## config.mk

```make
export PLATFORM = sky130hd
export DESIGN_NAME = calc_top
export DESIGN_NICKNAME = d
export VERILOG_FILES = /design/src/design/calc_pkg.sv /design/src/design/key_if.sv /design/src/design/keypad_scanner.sv /design/src/design/calc_controller.sv /design/src/design/calc_alu.sv /design/src/design/calc_top.sv
export SDC_FILE = /design/constraint.sdc
export NUM_CORES = 1
export LEC_CHECK = 0
export ABC_AREA = 1
export ABC_CLOCK_PERIOD_IN_PS = 8500
export BUFFER_PORTS_ARGS = -buffer_cell sky130_fd_sc_hd__buf_2
export CORE_MARGIN = 4
export CORE_UTILIZATION = 60
export CTS_CLUSTER_DIAMETER = 100
export CTS_CLUSTER_SIZE = 20
export DETAILED_ROUTE_END_ITERATION = 10
export PLACE_DENSITY = 0.76
export SLEW_MARGIN = 20
export SYNTH_ARGS = -nofsm -noshare
export SYNTH_HDL_FRONTEND = slang
export SYNTH_SLANG_ARGS = --single-unit
```

## constraint.sdc

```tcl
create_clock -name clk -period 8.5 [get_ports clk]
set_input_delay 0.425 -clock clk [delete_from_list [all_inputs] [get_ports clk]]
set_output_delay 0.425 -clock clk [all_outputs]
set_load 0.01 [all_outputs]
```

## src/design/calc_pkg.sv

```systemverilog
package calc_pkg;

    // datapath widths
    localparam int DATA_W = 16;                       // operands and results
    localparam int ALU_W = 2 * DATA_W;                // holds a full signed product
    localparam int MAX_ENTRY = 32767;                 // largest typed magnitude

    // keypad geometry
    localparam int KEYPAD_N = 4;                      // rows and columns
    localparam int COL_W = $clog2(KEYPAD_N);          // column or row index
    localparam int KEY_W = 2 * COL_W;                 // key index, row*4 + col
    localparam int DIGIT_W = 4;                       // one decimal digit

    // debounce timing
    localparam int DEBOUNCE_CYCLES = 10;              // stable cycles before confirm
    localparam int DB_CNT_W = $clog2(DEBOUNCE_CYCLES); // counts 0 .. DEBOUNCE_CYCLES-1

    // operator codes, shared by scanner, controller and ALU
    typedef enum logic [2:0] {
        OP_NONE = 3'b000,
        OP_NEG  = 3'b001,
        OP_ADD  = 3'b010,
        OP_SUB  = 3'b011,
        OP_MUL  = 3'b100
    } op_t;

endpackage

```

## src/design/key_if.sv

```systemverilog
`timescale 1ns/1ps

interface key_if import calc_pkg::*; ();

    logic               read_input;   // confirmed key waiting for the controller
    logic               key_read;     // one-cycle acknowledge
    logic [DIGIT_W-1:0] digit;        // valid for number keys
    op_t                op;           // OP_NONE unless an operator key
    logic               equal;        // '*' key
    logic               clear;        // '#' key

    modport scanner (
        output read_input, digit, op, equal, clear,
        input  key_read
    );

    modport controller (
        input  read_input, digit, op, equal, clear,
        output key_read
    );

endinterface

```

## src/design/keypad_scanner.sv

```systemverilog
`timescale 1ns/1ps

module keypad_scanner import calc_pkg::*; (
    input  logic                clk,
    input  logic                nRST,
    input  logic [KEYPAD_N-1:0] rows,
    output logic [KEYPAD_N-1:0] cols,
    key_if.scanner              key
);

    typedef enum logic [2:0] {
        S_IDLE,
        S_SCAN_COL,
        S_WAIT_STABLE,
        S_CONFIRM,
        S_WAIT_RELEASE
    } state_t;

    state_t                state;
    state_t                next_state;
    logic [COL_W-1:0]      col_index;
    logic [DB_CNT_W-1:0]   db_cnt;
    logic                  read_input_q;
    logic [KEY_W-1:0]      key_code;     // latched in confirm
    logic                  row_hit;

    // lowest active row wins, index is row*4 + col
    function automatic logic [KEY_W-1:0] encode_key(input logic [KEYPAD_N-1:0] r,
                                                     input logic [COL_W-1:0]    c);
        logic [COL_W-1:0] row_idx;
        row_idx = '0;
        for (int i = KEYPAD_N - 1; i >= 0; i--) begin
            if (r[i]) begin
                row_idx = COL_W'(i);
            end
        end
        return {row_idx, c};
    endfunction

    assign row_hit = |rows;

    always_ff @(posedge clk or negedge nRST) begin
        if (!nRST) begin
            state        <= S_IDLE;
            col_index    <= '0;
            db_cnt       <= '0;
            read_input_q <= 1'b0;
        end else begin
            state <= next_state;

            if (state == S_SCAN_COL && !row_hit) begin
                col_index <= col_index + 1'b1;   // wraps after the last column
            end

            if (state == S_WAIT_STABLE && row_hit) begin
                db_cnt <= db_cnt + 1'b1;
            end else begin
                db_cnt <= '0;
            end

            if (state == S_CONFIRM && !read_input_q) begin
                read_input_q <= 1'b1;
            end else if (state == S_WAIT_RELEASE && !row_hit) begin
                read_input_q <= 1'b0;            // key gone, drop the request
            end
        end
    end

    always_ff @(posedge clk) begin
        if (state == S_CONFIRM && !read_input_q) begin
            key_code <= encode_key(rows, col_index);
        end
    end

    always_comb begin
        next_state = state;
        case (state)
            S_IDLE:         next_state = S_SCAN_COL;
            S_SCAN_COL:     next_state = row_hit ? S_WAIT_STABLE : S_SCAN_COL;
            S_WAIT_STABLE: begin
                if (!row_hit) begin
                    next_state = S_SCAN_COL;     // bounce, resume scanning
                end else if (db_cnt == DB_CNT_W'(DEBOUNCE_CYCLES - 1)) begin
                    next_state = S_CONFIRM;
                end
            end
            S_CONFIRM:      next_state = key.key_read ? S_WAIT_RELEASE : S_CONFIRM;
            S_WAIT_RELEASE: next_state = row_hit ? S_WAIT_RELEASE : S_IDLE;
            default:        next_state = S_IDLE;
        endcase
    end

    // one column driven high at a time
    always_comb begin
        cols            = '0;
        cols[col_index] = 1'b1;
    end

    assign key.read_input = read_input_q;

    always_comb begin
        key.digit = '0;
        key.op    = OP_NONE;
        key.equal = 1'b0;
        key.clear = 1'b0;
        case (key_code)
            4'h0: key.digit = 4'd1;
            4'h1: key.digit = 4'd2;
            4'h2: key.digit = 4'd3;
            4'h3: key.op    = OP_ADD;    // A
            4'h4: key.digit = 4'd4;
            4'h5: key.digit = 4'd5;
            4'h6: key.digit = 4'd6;
            4'h7: key.op    = OP_SUB;    // B
            4'h8: key.digit = 4'd7;
            4'h9: key.digit = 4'd8;
            4'hA: key.digit = 4'd9;
            4'hB: key.op    = OP_MUL;    // C
            4'hC: key.equal = 1'b1;      // *
            4'hD: key.digit = 4'd0;
            4'hE: key.clear = 1'b1;      // #
            4'hF: key.op    = OP_NEG;    // D
            default: ;
        endcase
    end

endmodule

```

## src/design/calc_controller.sv

```systemverilog
`timescale 1ns/1ps

module calc_controller import calc_pkg::*; (
    input  logic              clk,
    input  logic              nRST,
    key_if.controller         key,
    output logic [DATA_W-1:0] alu_a,
    output logic [DATA_W-1:0] alu_b,
    output op_t               alu_op,
    input  logic [DATA_W-1:0] alu_result,
    input  logic              alu_ovf,
    output logic [DATA_W-1:0] result,
    output logic              result_valid,
    output logic              overflow
);

    logic                    read_d;        // read_input delayed, for edge detect
    logic                    key_read_q;
    logic                    key_rise;
    logic [DATA_W-1:0]       acc;           // left operand of the chain
    logic [DATA_W-1:0]       entry;         // number being typed
    op_t                     pending;       // operator waiting for its right operand
    logic                    ovf_chain;     // sticky over the current chain
    logic                    new_entry;     // next digit starts a fresh number
    logic [DATA_W-1:0]       result_q;
    logic                    overflow_q;
    logic                    result_valid_q;
    logic                    is_neg;
    logic signed [ALU_W-1:0] base_x;
    logic signed [ALU_W-1:0] next_entry;
    logic                    digit_ok;

    // act once per press, on the rising edge of the request
    assign key_rise = key.read_input & ~read_d;

    // negate works on the entry alone, everything else on acc and entry
    assign is_neg = (key.op == OP_NEG);
    assign alu_a  = is_neg ? entry : acc;
    assign alu_b  = entry;
    assign alu_op = is_neg ? OP_NEG : pending;

    // decimal shift of the entry, checked against the magnitude limit
    assign base_x     = new_entry ? '0 :
                        $signed({{(ALU_W - DATA_W){entry[DATA_W-1]}}, entry});
    assign next_entry = base_x * 10 + $signed({1'b0, key.digit});
    assign digit_ok   = (next_entry <= MAX_ENTRY) && (next_entry >= -MAX_ENTRY);

    always_ff @(posedge clk or negedge nRST) begin
        if (!nRST) begin
            read_d         <= 1'b0;
            key_read_q     <= 1'b0;
            acc            <= '0;
            entry          <= '0;
            pending        <= OP_NONE;
            ovf_chain      <= 1'b0;
            new_entry      <= 1'b0;
            result_q       <= '0;
            overflow_q     <= 1'b0;
            result_valid_q <= 1'b0;
        end else begin
            read_d         <= key.read_input;
            key_read_q     <= key_rise;
            // key fields still held while the scanner waits in confirm
            result_valid_q <= key_read_q & key.equal;

            if (key_rise) begin
                if (key.clear) begin
                    acc        <= '0;
                    entry      <= '0;
                    pending    <= OP_NONE;
                    ovf_chain  <= 1'b0;
                    new_entry  <= 1'b0;
                    result_q   <= '0;
                    overflow_q <= 1'b0;
                end else if (key.equal) begin
                    result_q   <= alu_result;
                    overflow_q <= ovf_chain | alu_ovf;
                    entry      <= alu_result;       // result carries into the next chain
                    acc        <= '0;
                    pending    <= OP_NONE;
                    ovf_chain  <= 1'b0;
                    new_entry  <= 1'b1;
                end else if (is_neg) begin
                    entry     <= alu_result;
                    ovf_chain <= ovf_chain | alu_ovf;  // -(-32768) wraps
                end else if (key.op != OP_NONE) begin
                    acc       <= alu_result;        // none code passes the entry
                    pending   <= key.op;
                    entry     <= '0;
                    ovf_chain <= ovf_chain | alu_ovf;
                    new_entry <= 1'b0;
                end else if (digit_ok) begin
                    entry     <= next_entry[DATA_W-1:0];
                    new_entry <= 1'b0;
                end
            end
        end
    end

    assign key.key_read = key_read_q;
    assign result       = result_q;
    assign overflow     = overflow_q;
    assign result_valid = result_valid_q;

endmodule

```

## src/design/calc_alu.sv

```systemverilog
`timescale 1ns/1ps

module calc_alu import calc_pkg::*; (
    input  logic [DATA_W-1:0] a,
    input  logic [DATA_W-1:0] b,
    input  op_t               op,
    output logic [DATA_W-1:0] y,
    output logic              ovf
);

    logic signed [ALU_W-1:0] a_x;
    logic signed [ALU_W-1:0] b_x;
    logic signed [ALU_W-1:0] wide;
    logic [ALU_W-DATA_W:0]   upper;     // bits that must all match the sign

    // sign extend both operands to the internal width
    assign a_x = $signed({{(ALU_W - DATA_W){a[DATA_W-1]}}, a});
    assign b_x = $signed({{(ALU_W - DATA_W){b[DATA_W-1]}}, b});

    always_comb begin
        case (op)
            OP_ADD:  wide = a_x + b_x;
            OP_SUB:  wide = a_x - b_x;
            OP_MUL:  wide = a_x * b_x;   // 16x16 product fits in ALU_W
            OP_NEG:  wide = -a_x;
            OP_NONE: wide = b_x;         // pass the right operand
            default: wide = b_x;
        endcase
    end

    // wraps modulo 2^DATA_W
    assign y = wide[DATA_W-1:0];

    // fits the signed range only if the top bits are a pure sign extension
    assign upper = wide[ALU_W-1:DATA_W-1];
    assign ovf   = !((&upper) || (~|upper));

endmodule

```

## src/design/calc_top.sv

```systemverilog
`timescale 1ns/1ps

module calc_top import calc_pkg::*; (
    input  logic                clk,
    input  logic                nRST,
    input  logic [KEYPAD_N-1:0] rows,
    output logic [KEYPAD_N-1:0] cols,
    output logic [DATA_W-1:0]   result,
    output logic                result_valid,
    output logic                overflow
);

    key_if key ();                  // scanner to controller

    logic [DATA_W-1:0] alu_a;
    logic [DATA_W-1:0] alu_b;
    logic [DATA_W-1:0] alu_y;
    op_t               alu_op;
    logic              alu_ovf;

    keypad_scanner scanner0 (
        .clk  (clk),
        .nRST (nRST),
        .rows (rows),
        .cols (cols),
        .key  (key.scanner)
    );

    calc_controller ctrl0 (
        .clk          (clk),
        .nRST         (nRST),
        .key          (key.controller),
        .alu_a        (alu_a),
        .alu_b        (alu_b),
        .alu_op       (alu_op),
        .alu_result   (alu_y),
        .alu_ovf      (alu_ovf),
        .result       (result),
        .result_valid (result_valid),
        .overflow     (overflow)
    );

    calc_alu alu0 (
        .a   (alu_a),
        .b   (alu_b),
        .op  (alu_op),
        .y   (alu_y),
        .ovf (alu_ovf)
    );

endmodule

```

# == After elaboration in Yosys (flattened, before gate mapping) ==
# Index checks and enable logic that the tools add are counted.
# totals
register_bits,71
elab_cells,136
output_inout_bits,22
inputBits,6
# classes
bitwise_logic,4
n_mul,2
reduce_logical,29
n_mux,48
add_sub_neg,6
n_lt_le_gt_ge,4
eq_ne,26
# ops
operator,n
16-bit 2-to-1 mux,12
32-bit case mux with 4 select lines,1
4-bit case mux with 9 select lines,1
32-bit by 5-bit adder with 32-bit output,1
4-bit == test (second input constant),8
32-bit by 16-bit >= comparator with 1-bit output (second input constant),1
32-bit by 16-bit less-or-equal comparator with 1-bit output (second input constant),1
16-bit by 16-bit multiplier with 32-bit output,1
32-bit by 4-bit multiplier with 31-bit output (second input constant),1
32-bit 2-to-1 mux,1
16-bit negator with 32-bit output,1
3-bit 2-to-1 mux,9
16-bit by 16-bit adder with 17-bit output,1
1-bit 2-to-1 mux,17
17-bit AND reduction,1
17-bit OR reduction,1
16-bit by 16-bit subtractor with 17-bit output,1
4-bit by 3-bit == test with 1-bit output (second input constant),4
3-bit case mux with 5 select lines,1
3-bit by 2-bit == test with 1-bit output (second input constant),4
3-bit case mux with 4 select lines,1
3-bit by 1-bit == test with 1-bit output (second input constant),3
4-bit by 2-bit == test with 1-bit output (second input constant),2
4-bit nonzero test,2
26 further kinds,43

# == Longest topological paths before layout ==
# depth
ltp_word,15
mapped_depth,42
depth_no_buf,40

# == Hierarchy ==
# Synthesis repeated with hierarchy kept, for this count alone.
# hier_totals
cells_unflattened,2841
area_unflattened_um2,19239.7
# modules_own_cells
mod,instances,area_per_inst_um2,cells_each
calc_alu,1,13614.3,2005
calc_controller,1,4827.1,741
keypad_scanner,1,798.3,95

# == Worst setup path after synthesis ==
# Ideal clock, no wire load.
# synth_timing
kind,reg2reg
startpoint,reg scanner0.key_code[1]
endpoint,reg ctrl0.overflow_q (netlist: ctrl0.overflow)
path_stages_with_launch,39
t_required_ns,8.384
setup_time_ns,0.116
path_slack_ns,1.353
t_arrival_ns,7.031
path_cell_list,edfxtp_1 nand2_2 nor2_8 buf_6 nand2_1 o21ai_2 inv_1 buf_1 nor2_1 inv_1 fa_1 inv_1 fa_1 inv_1 fa_1 fa_1 fa_1 fa_1 [... 3 more ...] nor2_1 nand2_1 nor2_1 nand2_1 nand3_1 nand2_1 nand3_1 nand2_1 nor2_1 nand2_1 nor2_1 nand2_1 nor2_1 nand3_1 nand2_1 nand2_1 nand2_1 nand2_1
# synth_via
elab_chain_len,13
# synth_lines
element,line,source
"start, declared",keypad_scanner.sv:24,logic [KEY_W-1:0] key_code;
"start signal, assigned",keypad_scanner.sv:71,"key_code <= encode_key(rows, col_index);"
4-bit == test (tied with other cells),keypad_scanner.sv:106,case (key_code)
3-bit case mux with 4 select lines,keypad_scanner.sv:106,
3-bit by 1-bit == test with 1-bit output,calc_controller.sv:37,assign is_neg = (key.op == OP_NEG);
16-bit 2-to-1 mux or 3-bit 2-to-1 mux (tied branches),"calc_controller.sv:38, calc_controller.sv:40",
16-bit by 16-bit multiplier with 32-bit output (tied with other cells),calc_alu.sv:24,OP_MUL: wide = a_x * b_x;
32-bit case mux with 4 select lines,calc_alu.sv:21,case (op)
17-bit OR reduction,calc_alu.sv:36,assign ovf = !((&upper) || (~|upper));
1-bit zero test,calc_alu.sv:36,
1-bit logical OR,calc_alu.sv:36,
1-bit zero test,calc_alu.sv:36,
1-bit OR,calc_controller.sv:77,overflow_q <= ovf_chain | alu_ovf;
1-bit 2-to-1 mux,calc_controller.sv:75,end else if (key.equal) begin
1-bit 2-to-1 mux,calc_controller.sv:67,if (key.clear) begin
"end signal, assigned",calc_controller.sv:77,
"end, declared",calc_controller.sv:26,logic overflow_q;
# Parallel ways exist; a longest one is shown, timed or not. The select of a mux whose other input is x is not followed.
# A chain may end at the register's enable or synchronous reset.

# == Worst setup path in the final report ==
# layout_timing
startpoint,reg scanner0.key_code[0]
endpoint,reg ctrl0.overflow_q (netlist: ctrl0.overflow)
# The elaborated chain is that of the path after synthesis.

==> impl_metrics.json <==
{
  "pre_cts_ws_ns": 0.5538,
  "status": "finished clean",
  "irDropWorstVdd_uv": 137.8,
  "synthCells": 2739,
  "yosysUniqueCellTypes": 52,
  "dieArea_mm2": 0.03408,
  "final_cell_mix": "756 x nand2_1, 549 x inv_1, 290 x nor2_1",
  "grt_use_total_pct": 36.79,
  "num-nets-final": 3176,
  "dp.final_hpwl_um": 50310,
  "hp-class": "in2async",
  "chipHeight_um": 184.6,
  "crit_path_start": "scanner0.key_code[0]",
  "cts_post_setup_buffers_inserted": 0,
  "post_drt_wl_per_cell_um": 19.42,
  "finalSetupTns_ns": 0,
  "drc": 0,
  "min_period_over_period_pct": 93.99,
  "vias_per_cell": 5.759,
  "ys_ff_latch": 71,
  "grt_pass1_wl_um": 97330,
  "n_antenna_cell": 0,
  "cts_max_level": 3,
  "cp.required_ns": 8.73,
  "min_period_ns": 7.989,
  "holdWs_ns": 0.2688,
  "maxCapViolCount": 0,
  "grt_max_degree": 68,
  "synth_seq_area_share_pct": 9.600,
  "worst_r2r_startpoint": "scanner0.key_code[0]",
  "synthArstFlopShare_pct": 94.37,
  "syn_nets": 3167,
  "clock_latency_ns": 0.34,
  "place.gp.congestion": 1.047,
  "cp_slowest_cell": "clkinv_1",
  "hold_viol": 0,
  "cts_inserted_buffers": 9,
  "die_x_um": 184.6,
  "synth_edf_count": 4,
  "grt_setup_unrepaired": "no",
  "first_iter_violations": 1964,
  "synth.avg_cell_area_um2": 6.833,
  "endpoint_kind": "flip-flop",
  "postRouteWirelength_um": 61140,
  "fmax_ghz": 0.1252,
  "ctsResizeCount": 0,
  "finalSetupViolCount": 0,
  "worst_slack_ns": 0.5113,
  "worstSetupPathType": "reg2reg",
  "critPathArrivalTime_ns": 8.22,
  "grt_overflow": 0,
  "p_per_area_mw_per_mm2": 41.10,
  "syn-cell-area_mm2": 0.01872,
  "skew_ns": 0.008422,
  "cts_tree": "done",
  "clkSinkCount": 71,
  "yosys_warnings": 0,
  "crit_top_cell": "nand2_1",
  "stdcell_count": 3149,
  "start_util_pct": 61.02,
  "antenna_found_initial": 1,
  "slew_headroom_pct": 15.68,
  "clockBufferDepth": 2,
  "place.port_buffers": 27,
  "post-place-cells": 3133,
  "maxSlewViolCount": 0,
  "vias": 18140,
  "mostFrequentLayoutCell": "nand2_1",
  "worstMarginPinSlew_ns": 1.256,
  "area_delta_synth_final_pct": 4.947,
  "p_leak_uw": 0.009704,
  "cts-root-buf": "clkbuf_16",
  "cp_max_fo": 24,
  "first_pass_iters": 6,
  "ant_nets": 0,
  "synth_ff_type": "dfrtp_1",
  "start_kind": "flip-flop",
  "clk_pin_slew_ns": 0.06,
  "boundaryPins": 28,
  "num_rows": 64,
  "drive_above_1_share_pct": 5.231,
  "core_mm2": 0.03067,
  "grt_pass1_vias": 18180,
  "cpPeakStageDelay_ns": 0.59,
  "postCtsHoldBufs": 0
}
## worst paths after layout
kind	end	slack, ns	cells after the start
max	ctrl0.overflow	0.51	34
min reg2reg	ctrl0.read_d	0.46	0
min in group clk	scanner0.key_code[2]	0.37	2
max reg2reg	ctrl0.overflow	0.51	34
max in group asynchronous	ctrl0.acc[2]	7.65	2
min	scanner0.state[0]	0.27	2
## worst max-delay path: cells and delay by family, from the launching register on
family          cells  cell delay (ns)
compound gates      1             0.35
fa+ha+maj           7             3.47
buf+inv             3             0.71
flops               1             0.43
simple gates       23             2.88
## area by class of cell
| type | instances | area (µm²) |
|---|---|---|
| multi-input cells | 2033 | 14490 |
| fillers | 2875 | 11030 |
| inverters | 563 | 2113 |
| flip-flops and latches | 71 | 1797 |
| well taps | 396 | 495.5 |
| repair buffers | 70 | 457.9 |
| clock buffers | 10 | 239.0 |
| clock inverters | 6 | 51.30 |
## where the power goes
| part | total [µW] | internal (µW) | switching, µW |
|---|---|---|---|
| combinational | 71.7 | 25.8 | 46.0 |
| clock | 369 | 210 | 158 |
| sequential | 367 | 356 | 11.3 |
## synthesized netlist by cell type, types with 19 or more instances
cell type / instances / area [µm²]
ha_1: 156 / 1952
clkbuf_1: 47 / 176.4
fa_1: 266 / 5325
nand3_1: 178 / 890.9
inv_1: 551 / 2068
nand2_1: 756 / 2838
o21ai_0: 86 / 430.4
nand4_1: 45 / 281.5
dfrtp_1: 67 / 1677
nand3b_1: 19 / 142.6
nor2_1: 291 / 1092
a21oi_1: 90 / 450.4
## per-layer routing
layer  routed length (µm)  up-vias  GRT usage [%]
li1                     -     8381              -
met1                24800     8607          49.34
met2                26430      962          57.22
met3                 6938      184          10.26
met4                 2952        2          14.09
met5                   12        -              0
## kinds of logic (layout without fill, tap and decap cells)
group | Yosys count | after routing | synth area share [%]
XOR/XNOR | 17 | 17 | 0.7955
AND/OR/NAND/NOR | 1354 | 1354 | 30.51
flip-flops | 71 | 71 | 9.600
AO/OA/AOI/OAI | 240 | 240 | 7.147
buffers and inverters | 635 | 649 | 13.06
adder cells (fa/ha/maj) | 422 | 422 | 38.88
## registers in the layout, indices dropped and copies added (netlist names)
register	flops
ctrl0.read_d	1
ctrl0.pending	3
scanner0.key_code	4
ctrl0.result	16
ctrl0.acc	16
ctrl0.key.key_read	1
ctrl0.alu_b	16
scanner0.col_index	2
scanner0.state	3
scanner0.key.read_input	1
ctrl0.overflow	1
ctrl0.new_entry	1
scanner0.db_cnt	4
ctrl0.result_valid	1
ctrl0.ovf_chain	1
## stage by stage
stage	utilization (%)	area, µm²	power [µW]
floorplan	-	18720	419.2
global placement	63.05	19340	439.9
detailed placement	63.05	19340	445.4
CTS	64.00	19630	807.8
global route	64.04	19640	839.0
finish	64.04	19640	807.3
Power figures use the tool's default switching activity.
